--- config.mk ---
export PLATFORM = sky130hd
export DESIGN_NAME = tinyrv_issue_top
export DESIGN_NICKNAME = d
export VERILOG_FILES = /design/src/tinyrv_pkg.sv /design/src/alu_pipe.sv /design/src/decode_issue_unit.sv /design/src/inst_decoder.sv /design/src/regfile_scoreboard.sv /design/src/tinyrv_issue_top.sv /design/src/writeback_unit.sv
export SDC_FILE = /design/constraint.sdc
export NUM_CORES = 2
export LEC_CHECK = 0
export ABC_AREA = 1
export BUFFER_PORTS_ARGS = -buffer_cell sky130_fd_sc_hd__buf_2
export CORE_MARGIN = 3
export CORE_UTILIZATION = 45
export DETAILED_ROUTE_END_ITERATION = 10
export PLACE_DENSITY = 0.56
export SLEW_MARGIN = 20
export SYNTH_ARGS = -nofsm -noshare
export SYNTH_HDL_FRONTEND = slang
export SYNTH_SLANG_ARGS = --single-unit
--- constraint.sdc ---
create_clock -name clk -period 24.3 [get_ports clk]
set_input_delay 2.43 -clock clk [delete_from_list [all_inputs] [get_ports clk]]
set_output_delay 2.43 -clock clk [all_outputs]
set_load 0.005 [all_outputs]
--- src/tinyrv_pkg.sv ---
/*
  Shared types and constants for the TinyRV1 issue slice.
  Every stage imports this package for widths, micro-ops and stage state.
*/

package tinyrv_pkg;

  // ------------------------------------------------------------
  // Widths
  // ------------------------------------------------------------

  // Architectural register count
  localparam int num_regs = 32;

  // Tag width carried from fetch to writeback
  localparam int seq_num_bits = 8;

  // Data, instruction and pc words
  typedef logic [31:0] word_t;

  // Register index
  typedef logic [4:0] reg_addr_t;

  // Program order tag
  typedef logic [seq_num_bits-1:0] seq_num_t;

  // ------------------------------------------------------------
  // Encodings
  // ------------------------------------------------------------

  // RISC-V major opcodes used by TinyRV1 arithmetic
  localparam logic [6:0] opcode_op     = 7'b0110011;
  localparam logic [6:0] opcode_op_imm = 7'b0010011;

  // funct3 shared by add, addi and mul
  localparam logic [2:0] funct3_add = 3'b000;

  // funct7 separates add from mul
  localparam logic [6:0] funct7_add = 7'b0000000;
  localparam logic [6:0] funct7_mul = 7'b0000001;

  // ------------------------------------------------------------
  // Micro-ops and stage state
  // ------------------------------------------------------------

  // What the execute pipe does with op1 and op2
  typedef enum logic [1:0] {
    uop_nop,
    uop_add,
    uop_addi,
    uop_mul
  } uop_t;

  // One-entry stage register, either holding an item or not
  typedef enum logic {
    empty,
    full
  } stage_state_t;

endpackage

--- src/alu_pipe.sv ---
/*
  Single execute pipe. Computes add, addi or mul when the micro-op is
  accepted and holds the result until writeback takes it.
*/

`timescale 1ns/1ps

module alu_pipe import tinyrv_pkg::*; (
  input  logic      clk,
  input  logic      rst,
  input  logic      x_val,
  output logic      x_rdy,
  input  word_t     x_pc,
  input  word_t     x_op1,
  input  word_t     x_op2,
  input  uop_t      x_uop,
  input  reg_addr_t x_waddr,
  input  logic      x_wen,
  input  seq_num_t  x_seq_num,
  output logic      w_val,
  input  logic      w_rdy,
  output word_t     w_pc,
  output word_t     w_wdata,
  output reg_addr_t w_waddr,
  output logic      w_wen,
  output seq_num_t  w_seq_num
);

  stage_state_t state;
  word_t        result;
  logic         x_xfer;
  logic         w_xfer;

  assign x_xfer = x_val & x_rdy;
  assign w_xfer = w_val & w_rdy;

  // ------------------------------------------------------------
  // Result select
  // ------------------------------------------------------------

  always_comb begin
    case (x_uop)
      uop_add, uop_addi: result = x_op1 + x_op2;
      // Low half of the product only
      uop_mul:           result = x_op1 * x_op2;
      default:           result = '0;
    endcase
  end

  // ------------------------------------------------------------
  // Stage register
  // ------------------------------------------------------------

  always_ff @(posedge clk) begin
    if (rst) begin
      state <= empty;
    end else if (x_xfer) begin
      state <= full;
    end else if (w_xfer) begin
      state <= empty;
    end
  end

  always_ff @(posedge clk) begin
    if (x_xfer) begin
      w_pc      <= x_pc;
      w_wdata   <= result;
      w_waddr   <= x_waddr;
      w_wen     <= x_wen;
      w_seq_num <= x_seq_num;
    end
  end

  // Refill in the same cycle the result drains
  assign x_rdy = (state == empty) | w_rdy;
  assign w_val = (state == full);

endmodule

--- src/decode_issue_unit.sv ---
/*
  Decode and issue stage. Holds one fetched instruction, decodes it,
  reads operands and sends a micro-op once no source or destination waits.
*/

`timescale 1ns/1ps

module decode_issue_unit import tinyrv_pkg::*; (
  input  logic      clk,
  input  logic      rst,
  input  logic      in_val,
  output logic      in_rdy,
  input  word_t     in_inst,
  input  word_t     in_pc,
  input  seq_num_t  in_seq_num,
  output logic      x_val,
  input  logic      x_rdy,
  output word_t     x_pc,
  output word_t     x_op1,
  output word_t     x_op2,
  output uop_t      x_uop,
  output reg_addr_t x_waddr,
  output logic      x_wen,
  output seq_num_t  x_seq_num,
  input  logic      c_val,
  input  reg_addr_t c_waddr,
  input  word_t     c_wdata
);

  // ------------------------------------------------------------
  // Fetch holding register
  // ------------------------------------------------------------

  stage_state_t state;
  word_t        inst_q;
  word_t        pc_q;
  seq_num_t     seq_q;
  logic         in_xfer;
  logic         x_xfer;

  assign in_xfer = in_val & in_rdy;
  assign x_xfer  = x_val & x_rdy;

  always_ff @(posedge clk) begin
    if (rst) begin
      state <= empty;
    end else if (in_xfer) begin
      state <= full;
    end else if (x_xfer) begin
      state <= empty;
    end
  end

  // Payload follows the handshake only
  always_ff @(posedge clk) begin
    if (in_xfer) begin
      inst_q <= in_inst;
      pc_q   <= in_pc;
      seq_q  <= in_seq_num;
    end
  end

  // ------------------------------------------------------------
  // Decode and operand read
  // ------------------------------------------------------------

  uop_t      dec_uop;
  reg_addr_t dec_raddr0;
  reg_addr_t dec_raddr1;
  reg_addr_t dec_waddr;
  logic      dec_wen;
  logic      dec_uses_rs2;
  word_t     dec_imm;
  word_t     rdata0;
  word_t     rdata1;
  logic      pend0;
  logic      pend1;
  logic      rd_pending;
  logic      stall;

  inst_decoder u_decoder (
    .inst     (inst_q),
    .uop      (dec_uop),
    .raddr0   (dec_raddr0),
    .raddr1   (dec_raddr1),
    .waddr    (dec_waddr),
    .wen      (dec_wen),
    .uses_rs2 (dec_uses_rs2),
    .imm      (dec_imm)
  );

  // rd goes pending on the issue edge
  regfile_scoreboard u_regfile (
    .clk           (clk),
    .rst           (rst),
    .raddr0        (dec_raddr0),
    .raddr1        (dec_raddr1),
    .rdata0        (rdata0),
    .rdata1        (rdata1),
    .pend0         (pend0),
    .pend1         (pend1),
    .check_addr    (dec_waddr),
    .check_pending (rd_pending),
    .set_val       (x_xfer & dec_wen),
    .set_addr      (dec_waddr),
    .c_val         (c_val),
    .c_waddr       (c_waddr),
    .c_wdata       (c_wdata)
  );

  // RAW on either source, WAW on rd
  assign stall = pend0 | (dec_uses_rs2 & pend1) | (dec_wen & rd_pending);

  // ------------------------------------------------------------
  // Issue
  // ------------------------------------------------------------

  assign x_val  = (state == full) & ~stall;
  assign in_rdy = (state == empty) | x_xfer;

  assign x_pc      = pc_q;
  assign x_op1     = rdata0;
  assign x_op2     = (dec_uop == uop_addi) ? dec_imm : rdata1;
  assign x_uop     = dec_uop;
  assign x_waddr   = dec_waddr;
  assign x_wen     = dec_wen;
  assign x_seq_num = seq_q;

endmodule

--- src/inst_decoder.sv ---
/*
  Combinational TinyRV1 decoder for the arithmetic subset.
  Maps an instruction word to a micro-op, register addresses and immediate.
*/

`timescale 1ns/1ps

module inst_decoder import tinyrv_pkg::*; (
  input  word_t     inst,
  output uop_t      uop,
  output reg_addr_t raddr0,
  output reg_addr_t raddr1,
  output reg_addr_t waddr,
  output logic      wen,
  output logic      uses_rs2,
  output word_t     imm
);

  // ------------------------------------------------------------
  // Instruction fields
  // ------------------------------------------------------------

  logic [6:0] opcode;
  logic [2:0] funct3;
  logic [6:0] funct7;
  reg_addr_t  rd;
  reg_addr_t  rs1;
  reg_addr_t  rs2;

  assign opcode = inst[6:0];
  assign rd     = inst[11:7];
  assign funct3 = inst[14:12];
  assign rs1    = inst[19:15];
  assign rs2    = inst[24:20];
  assign funct7 = inst[31:25];

  // I-type immediate, sign extended
  assign imm = {{20{inst[31]}}, inst[31:20]};

  // ------------------------------------------------------------
  // Micro-op selection
  // ------------------------------------------------------------

  always_comb begin
    // Unknown encodings fall out as nop with no sources
    uop      = uop_nop;
    raddr0   = '0;
    raddr1   = '0;
    uses_rs2 = 1'b0;

    if (opcode == opcode_op && funct3 == funct3_add) begin
      if (funct7 == funct7_add) begin
        uop = uop_add;
      end else if (funct7 == funct7_mul) begin
        uop = uop_mul;
      end
    end else if (opcode == opcode_op_imm && funct3 == funct3_add) begin
      uop = uop_addi;
    end

    // Source registers only for real ops
    if (uop != uop_nop) begin
      raddr0 = rs1;
    end
    if (uop == uop_add || uop == uop_mul) begin
      raddr1   = rs2;
      uses_rs2 = 1'b1;
    end
  end

  // Writes to x0 are dropped here
  assign waddr = rd;
  assign wen   = (uop != uop_nop) && (rd != '0);

endmodule

--- src/regfile_scoreboard.sv ---
/*
  32 x 32 register file with one pending bit per register.
  Issue reads operands and sets pending, writeback completes and clears it.
*/

`timescale 1ns/1ps

module regfile_scoreboard import tinyrv_pkg::*; (
  input  logic      clk,
  input  logic      rst,
  input  reg_addr_t raddr0,
  input  reg_addr_t raddr1,
  output word_t     rdata0,
  output word_t     rdata1,
  output logic      pend0,
  output logic      pend1,
  input  reg_addr_t check_addr,
  output logic      check_pending,
  input  logic      set_val,
  input  reg_addr_t set_addr,
  input  logic      c_val,
  input  reg_addr_t c_waddr,
  input  word_t     c_wdata
);

  word_t               regs [num_regs];
  logic [num_regs-1:0] pending;

  // ------------------------------------------------------------
  // Write and scoreboard update
  // ------------------------------------------------------------

  always_ff @(posedge clk) begin
    if (rst) begin
      for (int i = 0; i < num_regs; i++) begin
        regs[i] <= '0;
      end
      pending <= '0;
    end else begin
      // Completion lands first
      if (c_val && c_waddr != '0) begin
        regs[c_waddr]    <= c_wdata;
        pending[c_waddr] <= 1'b0;
      end
      // New issue to the same register overrides the clear
      if (set_val && set_addr != '0) begin
        pending[set_addr] <= 1'b1;
      end
    end
  end

  // ------------------------------------------------------------
  // Combinational reads, no bypass
  // ------------------------------------------------------------

  // x0 reads zero and is never pending
  assign rdata0 = (raddr0 == '0) ? '0 : regs[raddr0];
  assign rdata1 = (raddr1 == '0) ? '0 : regs[raddr1];

  assign pend0         = pending[raddr0];
  assign pend1         = pending[raddr1];
  assign check_pending = pending[check_addr];

endmodule

--- src/tinyrv_issue_top.sv ---
/*
  Top of the issue slice. Chains decode/issue, execute and writeback,
  with the completion path fed back into the issue register file.
*/

`timescale 1ns/1ps

module tinyrv_issue_top import tinyrv_pkg::*; (
  input  logic      clk,
  input  logic      rst,
  input  logic      in_val,
  output logic      in_rdy,
  input  word_t     in_inst,
  input  word_t     in_pc,
  input  seq_num_t  in_seq_num,
  output logic      out_val,
  input  logic      out_rdy,
  output word_t     out_pc,
  output seq_num_t  out_seq_num,
  output reg_addr_t out_waddr,
  output logic      out_wen,
  output word_t     out_wdata
);

  // ------------------------------------------------------------
  // Issue to execute
  // ------------------------------------------------------------

  logic      x_val;
  logic      x_rdy;
  word_t     x_pc;
  word_t     x_op1;
  word_t     x_op2;
  uop_t      x_uop;
  reg_addr_t x_waddr;
  logic      x_wen;
  seq_num_t  x_seq_num;

  // ------------------------------------------------------------
  // Execute to writeback, and completion back to issue
  // ------------------------------------------------------------

  logic      w_val;
  logic      w_rdy;
  word_t     w_pc;
  word_t     w_wdata;
  reg_addr_t w_waddr;
  logic      w_wen;
  seq_num_t  w_seq_num;
  logic      c_val;
  reg_addr_t c_waddr;
  word_t     c_wdata;

  decode_issue_unit u_issue (
    .clk        (clk),
    .rst        (rst),
    .in_val     (in_val),
    .in_rdy     (in_rdy),
    .in_inst    (in_inst),
    .in_pc      (in_pc),
    .in_seq_num (in_seq_num),
    .x_val      (x_val),
    .x_rdy      (x_rdy),
    .x_pc       (x_pc),
    .x_op1      (x_op1),
    .x_op2      (x_op2),
    .x_uop      (x_uop),
    .x_waddr    (x_waddr),
    .x_wen      (x_wen),
    .x_seq_num  (x_seq_num),
    .c_val      (c_val),
    .c_waddr    (c_waddr),
    .c_wdata    (c_wdata)
  );

  alu_pipe u_alu (
    .clk       (clk),
    .rst       (rst),
    .x_val     (x_val),
    .x_rdy     (x_rdy),
    .x_pc      (x_pc),
    .x_op1     (x_op1),
    .x_op2     (x_op2),
    .x_uop     (x_uop),
    .x_waddr   (x_waddr),
    .x_wen     (x_wen),
    .x_seq_num (x_seq_num),
    .w_val     (w_val),
    .w_rdy     (w_rdy),
    .w_pc      (w_pc),
    .w_wdata   (w_wdata),
    .w_waddr   (w_waddr),
    .w_wen     (w_wen),
    .w_seq_num (w_seq_num)
  );

  writeback_unit u_wb (
    .clk         (clk),
    .rst         (rst),
    .w_val       (w_val),
    .w_rdy       (w_rdy),
    .w_pc        (w_pc),
    .w_wdata     (w_wdata),
    .w_waddr     (w_waddr),
    .w_wen       (w_wen),
    .w_seq_num   (w_seq_num),
    .out_val     (out_val),
    .out_rdy     (out_rdy),
    .out_pc      (out_pc),
    .out_seq_num (out_seq_num),
    .out_waddr   (out_waddr),
    .out_wen     (out_wen),
    .out_wdata   (out_wdata),
    .c_val       (c_val),
    .c_waddr     (c_waddr),
    .c_wdata     (c_wdata)
  );

endmodule

--- src/writeback_unit.sv ---
/*
  Writeback stage. Presents one result on the output port and, when it
  leaves with a write, returns it to the register file as a completion.
*/

`timescale 1ns/1ps

module writeback_unit import tinyrv_pkg::*; (
  input  logic      clk,
  input  logic      rst,
  input  logic      w_val,
  output logic      w_rdy,
  input  word_t     w_pc,
  input  word_t     w_wdata,
  input  reg_addr_t w_waddr,
  input  logic      w_wen,
  input  seq_num_t  w_seq_num,
  output logic      out_val,
  input  logic      out_rdy,
  output word_t     out_pc,
  output seq_num_t  out_seq_num,
  output reg_addr_t out_waddr,
  output logic      out_wen,
  output word_t     out_wdata,
  output logic      c_val,
  output reg_addr_t c_waddr,
  output word_t     c_wdata
);

  stage_state_t state;
  logic         w_xfer;
  logic         out_xfer;

  assign w_xfer   = w_val & w_rdy;
  assign out_xfer = out_val & out_rdy;

  always_ff @(posedge clk) begin
    if (rst) begin
      state <= empty;
    end else if (w_xfer) begin
      state <= full;
    end else if (out_xfer) begin
      state <= empty;
    end
  end

  always_ff @(posedge clk) begin
    if (w_xfer) begin
      out_pc      <= w_pc;
      out_seq_num <= w_seq_num;
      out_waddr   <= w_waddr;
      out_wen     <= w_wen;
      out_wdata   <= w_wdata;
    end
  end

  assign w_rdy   = (state == empty) | out_rdy;
  assign out_val = (state == full);

  // Completion fires on the output edge, writes only
  assign c_val   = out_xfer & out_wen;
  assign c_waddr = out_waddr;
  assign c_wdata = out_wdata;

endmodule

# After elaboration in Yosys (flattened, before gate mapping)

Memories as Yosys holds them, arrays and structs flattened.
Cells that the tools add are included.
Widths: inputs -> output; s select.

Add/sub/neg operators: 1
Multiply operators: 1
Div/mod/pow operators: 0
$lt $le $gt $ge: 6
Equal/unequal tests: 6
Shifts and indexed selects: 0
Multiplexer cells: 38
Bitwise operators: 21
Reductions and logical operators: 20

Operators by type and width:

| cell               | count |
|---|---|
| $mux 32            | 7 |
| $pmux 32 s2        | 1 |
| $add 32x32->32     | 1 |
| $and 32x32->32     | 1 |
| $mul 32x32->32     | 1 |
| $not 32->32        | 1 |
| $or 32x32->32      | 1 |
| $reduce_or 32->1   | 1 |
| $lt 5x6->1 const B | 4 |
| $mux 1             | 18 |
| $bmux 1 s5         | 3 |
| $mux 5             | 3 |
| $demux 1 s5        | 2 |
| $ge 5x1->1 const B | 2 |
| $logic_not 5->1    | 2 |
| $reduce_bool 5->1  | 2 |
| $and 1x1->1        | 9 |
| $mux 2             | 4 |
| $reduce_bool 2->1  | 4 |
| $eq 7x1->1 const B | 1 |
| $eq 7x5->1 const B | 1 |
| $eq 7x6->1 const B | 1 |
| $logic_and 1x1->1  | 7 |
| $logic_not 7->1    | 1 |
| 7 further kinds    | 15 |

Bits in registers: 263
Bits in latches: 0
Memory bits (writable): 1024
ROM bits: 0
Input bits: 76
Output and inout bits: 80
Word-level logic and storage cells: 111
Memories: 1

Memory list:

| memory                 | words | width | rd ports | clocked after Yosys merged registers in | wr ports | RTL line                 | text |
|---|---|---|---|---|---|---|---|
| u_issue.u_regfile.regs | 32    | 32    | 2        | 0                                       | 32       | regfile_scoreboard.sv:26 | `word_t regs [num_regs];` |

# Depth between registers and ports, before layout

Depth in word-level cells: 18
Gate-level depth with buffers: 57
Mapped depth without buffers: 52

# Hierarchy

From an unflattened synthesis, not the netlist that was laid out.

Cell total of the unflattened synthesis: 10664
Area total of the unflattened synthesis: 85789.8 µm²

Modules (own cells, without submodules):

| module             | times used | cells an instance | area each (µm²) | seq. area each (µm²) |
|---|---|---|---|---|
| regfile_scoreboard | 1          | 7576              | 58541.1         | 31390.1 |
| alu_pipe           | 1          | 2746              | 21241.6         | 2362.3 |
| decode_issue_unit  | 1          | 122               | 2782.7          | 2182.1 |
| writeback_unit     | 1          | 123               | 2675.1          | 2362.3 |
| inst_decoder       | 1          | 97                | 549.3           | 0.0 |

# Least setup slack after synthesis

No wires, ideal clock.

Path type: register to register
Start: reg u_issue.inst_q[2]
End: reg u_alu.w_wdata[29], data pin
Setup time: 0.270 ns
Arrival time: 9.449 ns
Data required time: 24.030 ns
Path slack: 14.581 ns
Stages on the path, launching flop included: 50
Buffers on the path: 6
Period minus slack after synthesis: 9.719 ns
Cells stage by stage: edfxtp_1 > nand3b_1 > nor2_8 > buf_2 > buf_2 > o21ai_0 > ha_1 > inv_2 > nand2_2 > inv_1 > clkbuf_1 > clkbuf_1 > buf_2 > o21ai_0 > a21oi_1 > o311ai_0 > a21oi_1 > nor2_1 > [... 14 more ...] > inv_1 > fa_1 > inv_1 > ha_1 > nand2_1 > o21a_1 > o21ai_0 > a21oi_1 > o21ai_0 > nand3_1 > nand2_1 > a31oi_1 > o21ai_0 > nand3_1 > nand2_1 > a21oi_1 > o21ai_0 > a21oi_1

Word-level cells in the longest chain between the ends: 12
Elaborated cells between the ends (all ways): 23
Classes of those cells: add/sub: 1; mul: 1; eq/ne: 5; mux: 8; reduce/logical: 7; memory: 1

RTL lines:

| item                                                    | RTL line                           | text |
|---|---|---|
| start, declared                                         | decode_issue_unit.sv:35            | `word_t inst_q;` |
| start signal, assigned                                  | decode_issue_unit.sv:57            | `inst_q <= in_inst;` |
| $eq 7x5->1                                              | inst_decoder.sv:57                 | `end else if (opcode == opcode_op_imm && funct3 == funct3_add) begin` |
| $logic_and 1x1->1                                       | inst_decoder.sv:57                 |  |
| $mux 2                                                  | inst_decoder.sv:57                 |  |
| $mux 2 (*)                                              | inst_decoder.sv:51                 | `if (opcode == opcode_op && funct3 == funct3_add) begin` |
| $eq 2x1->1 / $eq 2x2->1 (equally long branches)         | alu_pipe.sv:42, inst_decoder.sv:65 |  |
| $logic_or 1x1->1                                        | inst_decoder.sv:65                 | `if (uop == uop_add \|\| uop == uop_mul) begin` |
| $mux 5                                                  | inst_decoder.sv:65                 |  |
| $mem_v2 32x32 / $logic_not 5->1 (equally long branches) | --                                 |  |
| $mux 32                                                 | regfile_scoreboard.sv:58           | `assign rdata1 = (raddr1 == '0) ? '0 : regs[raddr1];` |
| $mux 32                                                 | decode_issue_unit.sv:123           | `assign x_op2 = (dec_uop == uop_addi) ? dec_imm : rdata1;` |
| $mul 32x32->32 / $add 32x32->32 (equally long branches) | alu_pipe.sv:45, alu_pipe.sv:43     |  |
| $pmux 32 s2 (*)                                         | alu_pipe.sv:42                     | `case (x_uop)` |
| via u_alu.result[29]                                    | alu_pipe.sv:30                     | `word_t result;` |
| end signal, assigned                                    | alu_pipe.sv:67                     | `w_wdata <= result;` |
| end, declared                                           | alu_pipe.sv:23                     | `output word_t w_wdata,` |

The timed path passes the listed nets; every way through them passes the cells marked *.
A chain may end at the register's enable or synchronous reset.

# Final worst setup path

Start: reg u_issue.inst_q[6]
End: reg u_alu.w_wdata[29], data pin

Same word-level chain as after synthesis.

==> impl_results.md <==
* Status: complete, no violations
* Sum of negative setup slack at 0 ns
* Slowest-stage cell, CP: buf_4
* Post-CTS sizing at 0
* Avg Synthesized Cell Area at 8.66 um^2
* Slew Viols, Final at 0
* FF-to-FF setup slack at 10.83 ns
* Hold buffers post-CTS at 0
* Design Power at 0.00514 W
* EDFF count, synth at 1252
* Register area share after synthesis at 46.4%
* Row Count at 156
* Max incr delay on CP at 0.69 ns
* CTS buffer count at 148
* Die area at 189000 um^2
* Vias per inst at 6.19
* Worst Setup End Kind: flop
* Core area at 182000 um^2
* Distinct cells, synth at 58
* Global-route wire length before repair at 504000 um
* NetSw at 0.00128 W
* Htree depth at 4
* Worst skew pair latency at 0.86 ns
* Hold WC Path Type: flop to flop
* Power Density at 57.0 nW/um^2
* Via count at 73500
* Clock Path Buffers at 3
* GR Util All Layers at 37.1%
* CP Max Fanout at 80
* RSZ-0062 raised after global routing: no
* Starting density of the core at 45.5%
* Buffers on Ports at 155
* Final min period at 13.47 ns
* Gate power share at 5.7%
* Crit share post-route at 55.4%
* Final setup violation count at 0
* Relative max-transition margin at 17.5%
* VDD IR max at 59.5 uV
* Startpoint Class: flop
* ANT nets after route at 0
* TritonRoute pass-1 iters at 6
* Required @ worst endpoint at 24.84 ns
* #FFs+latches synth at 1287
* CTS tree: yes
* Post-Syn Area at 82600 um^2
* WL final at 354000 um
* Initial DRC count at 11200
* Clock network power share at 44.4%
* Fmax at 74.2 MHz
* Initial antenna violation count at 7
* Asr flop ratio synth at 0%
* Power Internal at 0.00385 W
* Hpwl dp at 218000 um
* Die extent in x at 434 um
* Ys Warns at 0
* Worst-margin pin slew at 1.24 ns
* DR WL/cell at 29.8 um
* Leakage power at 37.3 nW
* Cell mode on critical path: fa_1
* Detailed-route DRC error count at 0
* Congestion Overflow GR at 0
* Arr. time, crit path at 14.01 ns
* Post-CTS Setup Inserts at 0
* Placer Congestion at 0.953
* Reg clk slew, reported paths at 0.06 ns
* Largest net degree at the start of global routing at 160
* Max_cap viols at 0
* Top FF cell, synth: edfxtp_1
* Clk_skew at 0.0564 ns
* Switch share at 25.0%
* Area Growth Syn to Fin at 9.17%
* Num ports at 156
* Clock net sink count at 1287
* Seq pwr share at 49.9%
* Critical setup path kind: flop to flop
* Post-Synthesis Cells at 9541
* Final hold viol count at 0
* Clock tree root driver cell: clkbuf_16
* Nets at 10000
* Ratio of cells with drive above 1 in the final layout at 7.65%
* Die Y at 434 um
* Vias in the first global route at 70800
-- routing by layer --
layer / global-route usage [%] / vias to the layer above / wire, um
met1: 46.8 / 35700 / 127000
met4: 22.4 / 4 / 25000
met3: 9.73 / 1143 / 44700
met5: 0 / - / 17
met2: 57.2 / 5443 / 157000
li1: - / 31300 / -
-- state kept, by name, summed over array words and instances, names as in the netlist, 32 cells and up --
signal and count:
u_issue.inst_q 32, u_wb.c_wdata 32, u_issue.x_pc 32, u_alu.w_pc 32, u_alu.w_wdata 32, u_issue.u_regfile.regs 1024, u_wb.out_pc 32, u_issue.u_regfile.pending 32
-- final timing paths --
| kind | from | to | cells after the start |
|---|---|---|---|
| worst max-delay path | u_issue.inst_q[6] | u_alu.w_wdata[29] | 46 |
| worst min-delay path | u_alu.w_wdata[9] | u_wb.c_wdata[9] | 0 |
| worst max register to register | u_issue.inst_q[6] | u_alu.w_wdata[29] | 46 |
| worst min register to register | u_alu.w_wdata[9] | u_wb.c_wdata[9] | 0 |
-- Yosys cell counts (21+ instances only) --
cell type     n  area, um^2
a21oi_1     617        3090
nand2_2      21         131
inv_1       885        3320
o21ai_0     314        1570
buf_6        32         360
nor3_1       29         145
clkbuf_1    380        1430
nand2_1    2408        9040
nand3_1     715        3580
buf_4        39         293
fa_1        409        8190
nor2_1     1365        5120
dfxtp_1      35         701
o221ai_1     33         289
edfxtp_1   1252       37600
a32oi_1     156        1370
o22ai_1      41         257
nand4_1      39         244
buf_2       216        1080
ha_1        158        1980
buf_1        43         161
o211ai_1    108         811
-- logic make-up after synthesis --
logic type,Yosys count,share of synthesized area (%)
simple gates,4624,22.6
other cells,1,0.00454
compound gates,1419,10.4
xor+xnor,16,0.170
buf+inv,1627,8.19
flops,1287,46.4
fa+ha+maj,567,12.3
-- final cells by class --
class | count | area [um^2]
Clock inverter | 89 | 1020
Timing Repair Buffer | 362 | 2470
Antenna cell | 1 | 2.50
Tap cell | 2370 | 2970
Sequential cell | 1287 | 38300
Inverter | 917 | 3460
Multi-Input combinational cell | 6658 | 38100
Fill cell | 17100 | 91400
Clock buffer | 183 | 3860
-- metrics by stage --
step	util, %	hold WS, ns	cell area [um^2]	std cells	setup WS, ns
after detailed placement	47.0	0.405	85300	11600	11.35
after floorplan	-	0.400	82700	9572	14.58
after global routing	49.7	0.401	90200	11900	10.15
after CTS	49.7	0.387	90100	11900	11.27
after global placement	47.0	0.400	85300	11600	11.24
final	49.7	0.398	90200	11900	10.83
-- power by group through the flow --
stage	Combinational (W)	Clock (W)	Sequential, W
2_1_floorplan	0.000147	0	0.00260
3_3_place_gp	0.000279	0	0.00261
3_5_place_dp	0.000280	0	0.00261
4_1_cts	0.000281	0.00230	0.00256
5_1_grt	0.000303	0.00239	0.00257
6_report	0.000291	0.00228	0.00256
-- critical path: cells and delay by family, from the launching register on --
| kind | cells | cell delay [ns] |
|---|---|---|
| buffers and inverters | 9 | 2.95 |
| AOI/OAI and AO/OA | 12 | 2.11 |
| DFF | 1 | 0.38 |
| adders and majority gates | 10 | 4.58 |
| and+or+nand+nor | 15 | 3.01 |
-- cell usage in the layout (no fill, tap or decap), drive strengths merged, types with 183 or more instances in the layout --
cell and instances:
nand3 720, o21ai 333, nand2 2431, edfxtp 1252, fa 409, a21oi 617
nor2 1380, buf 362, inv 909, clkbuf 183
Note: power is estimated with default switching activity, not from simulation.
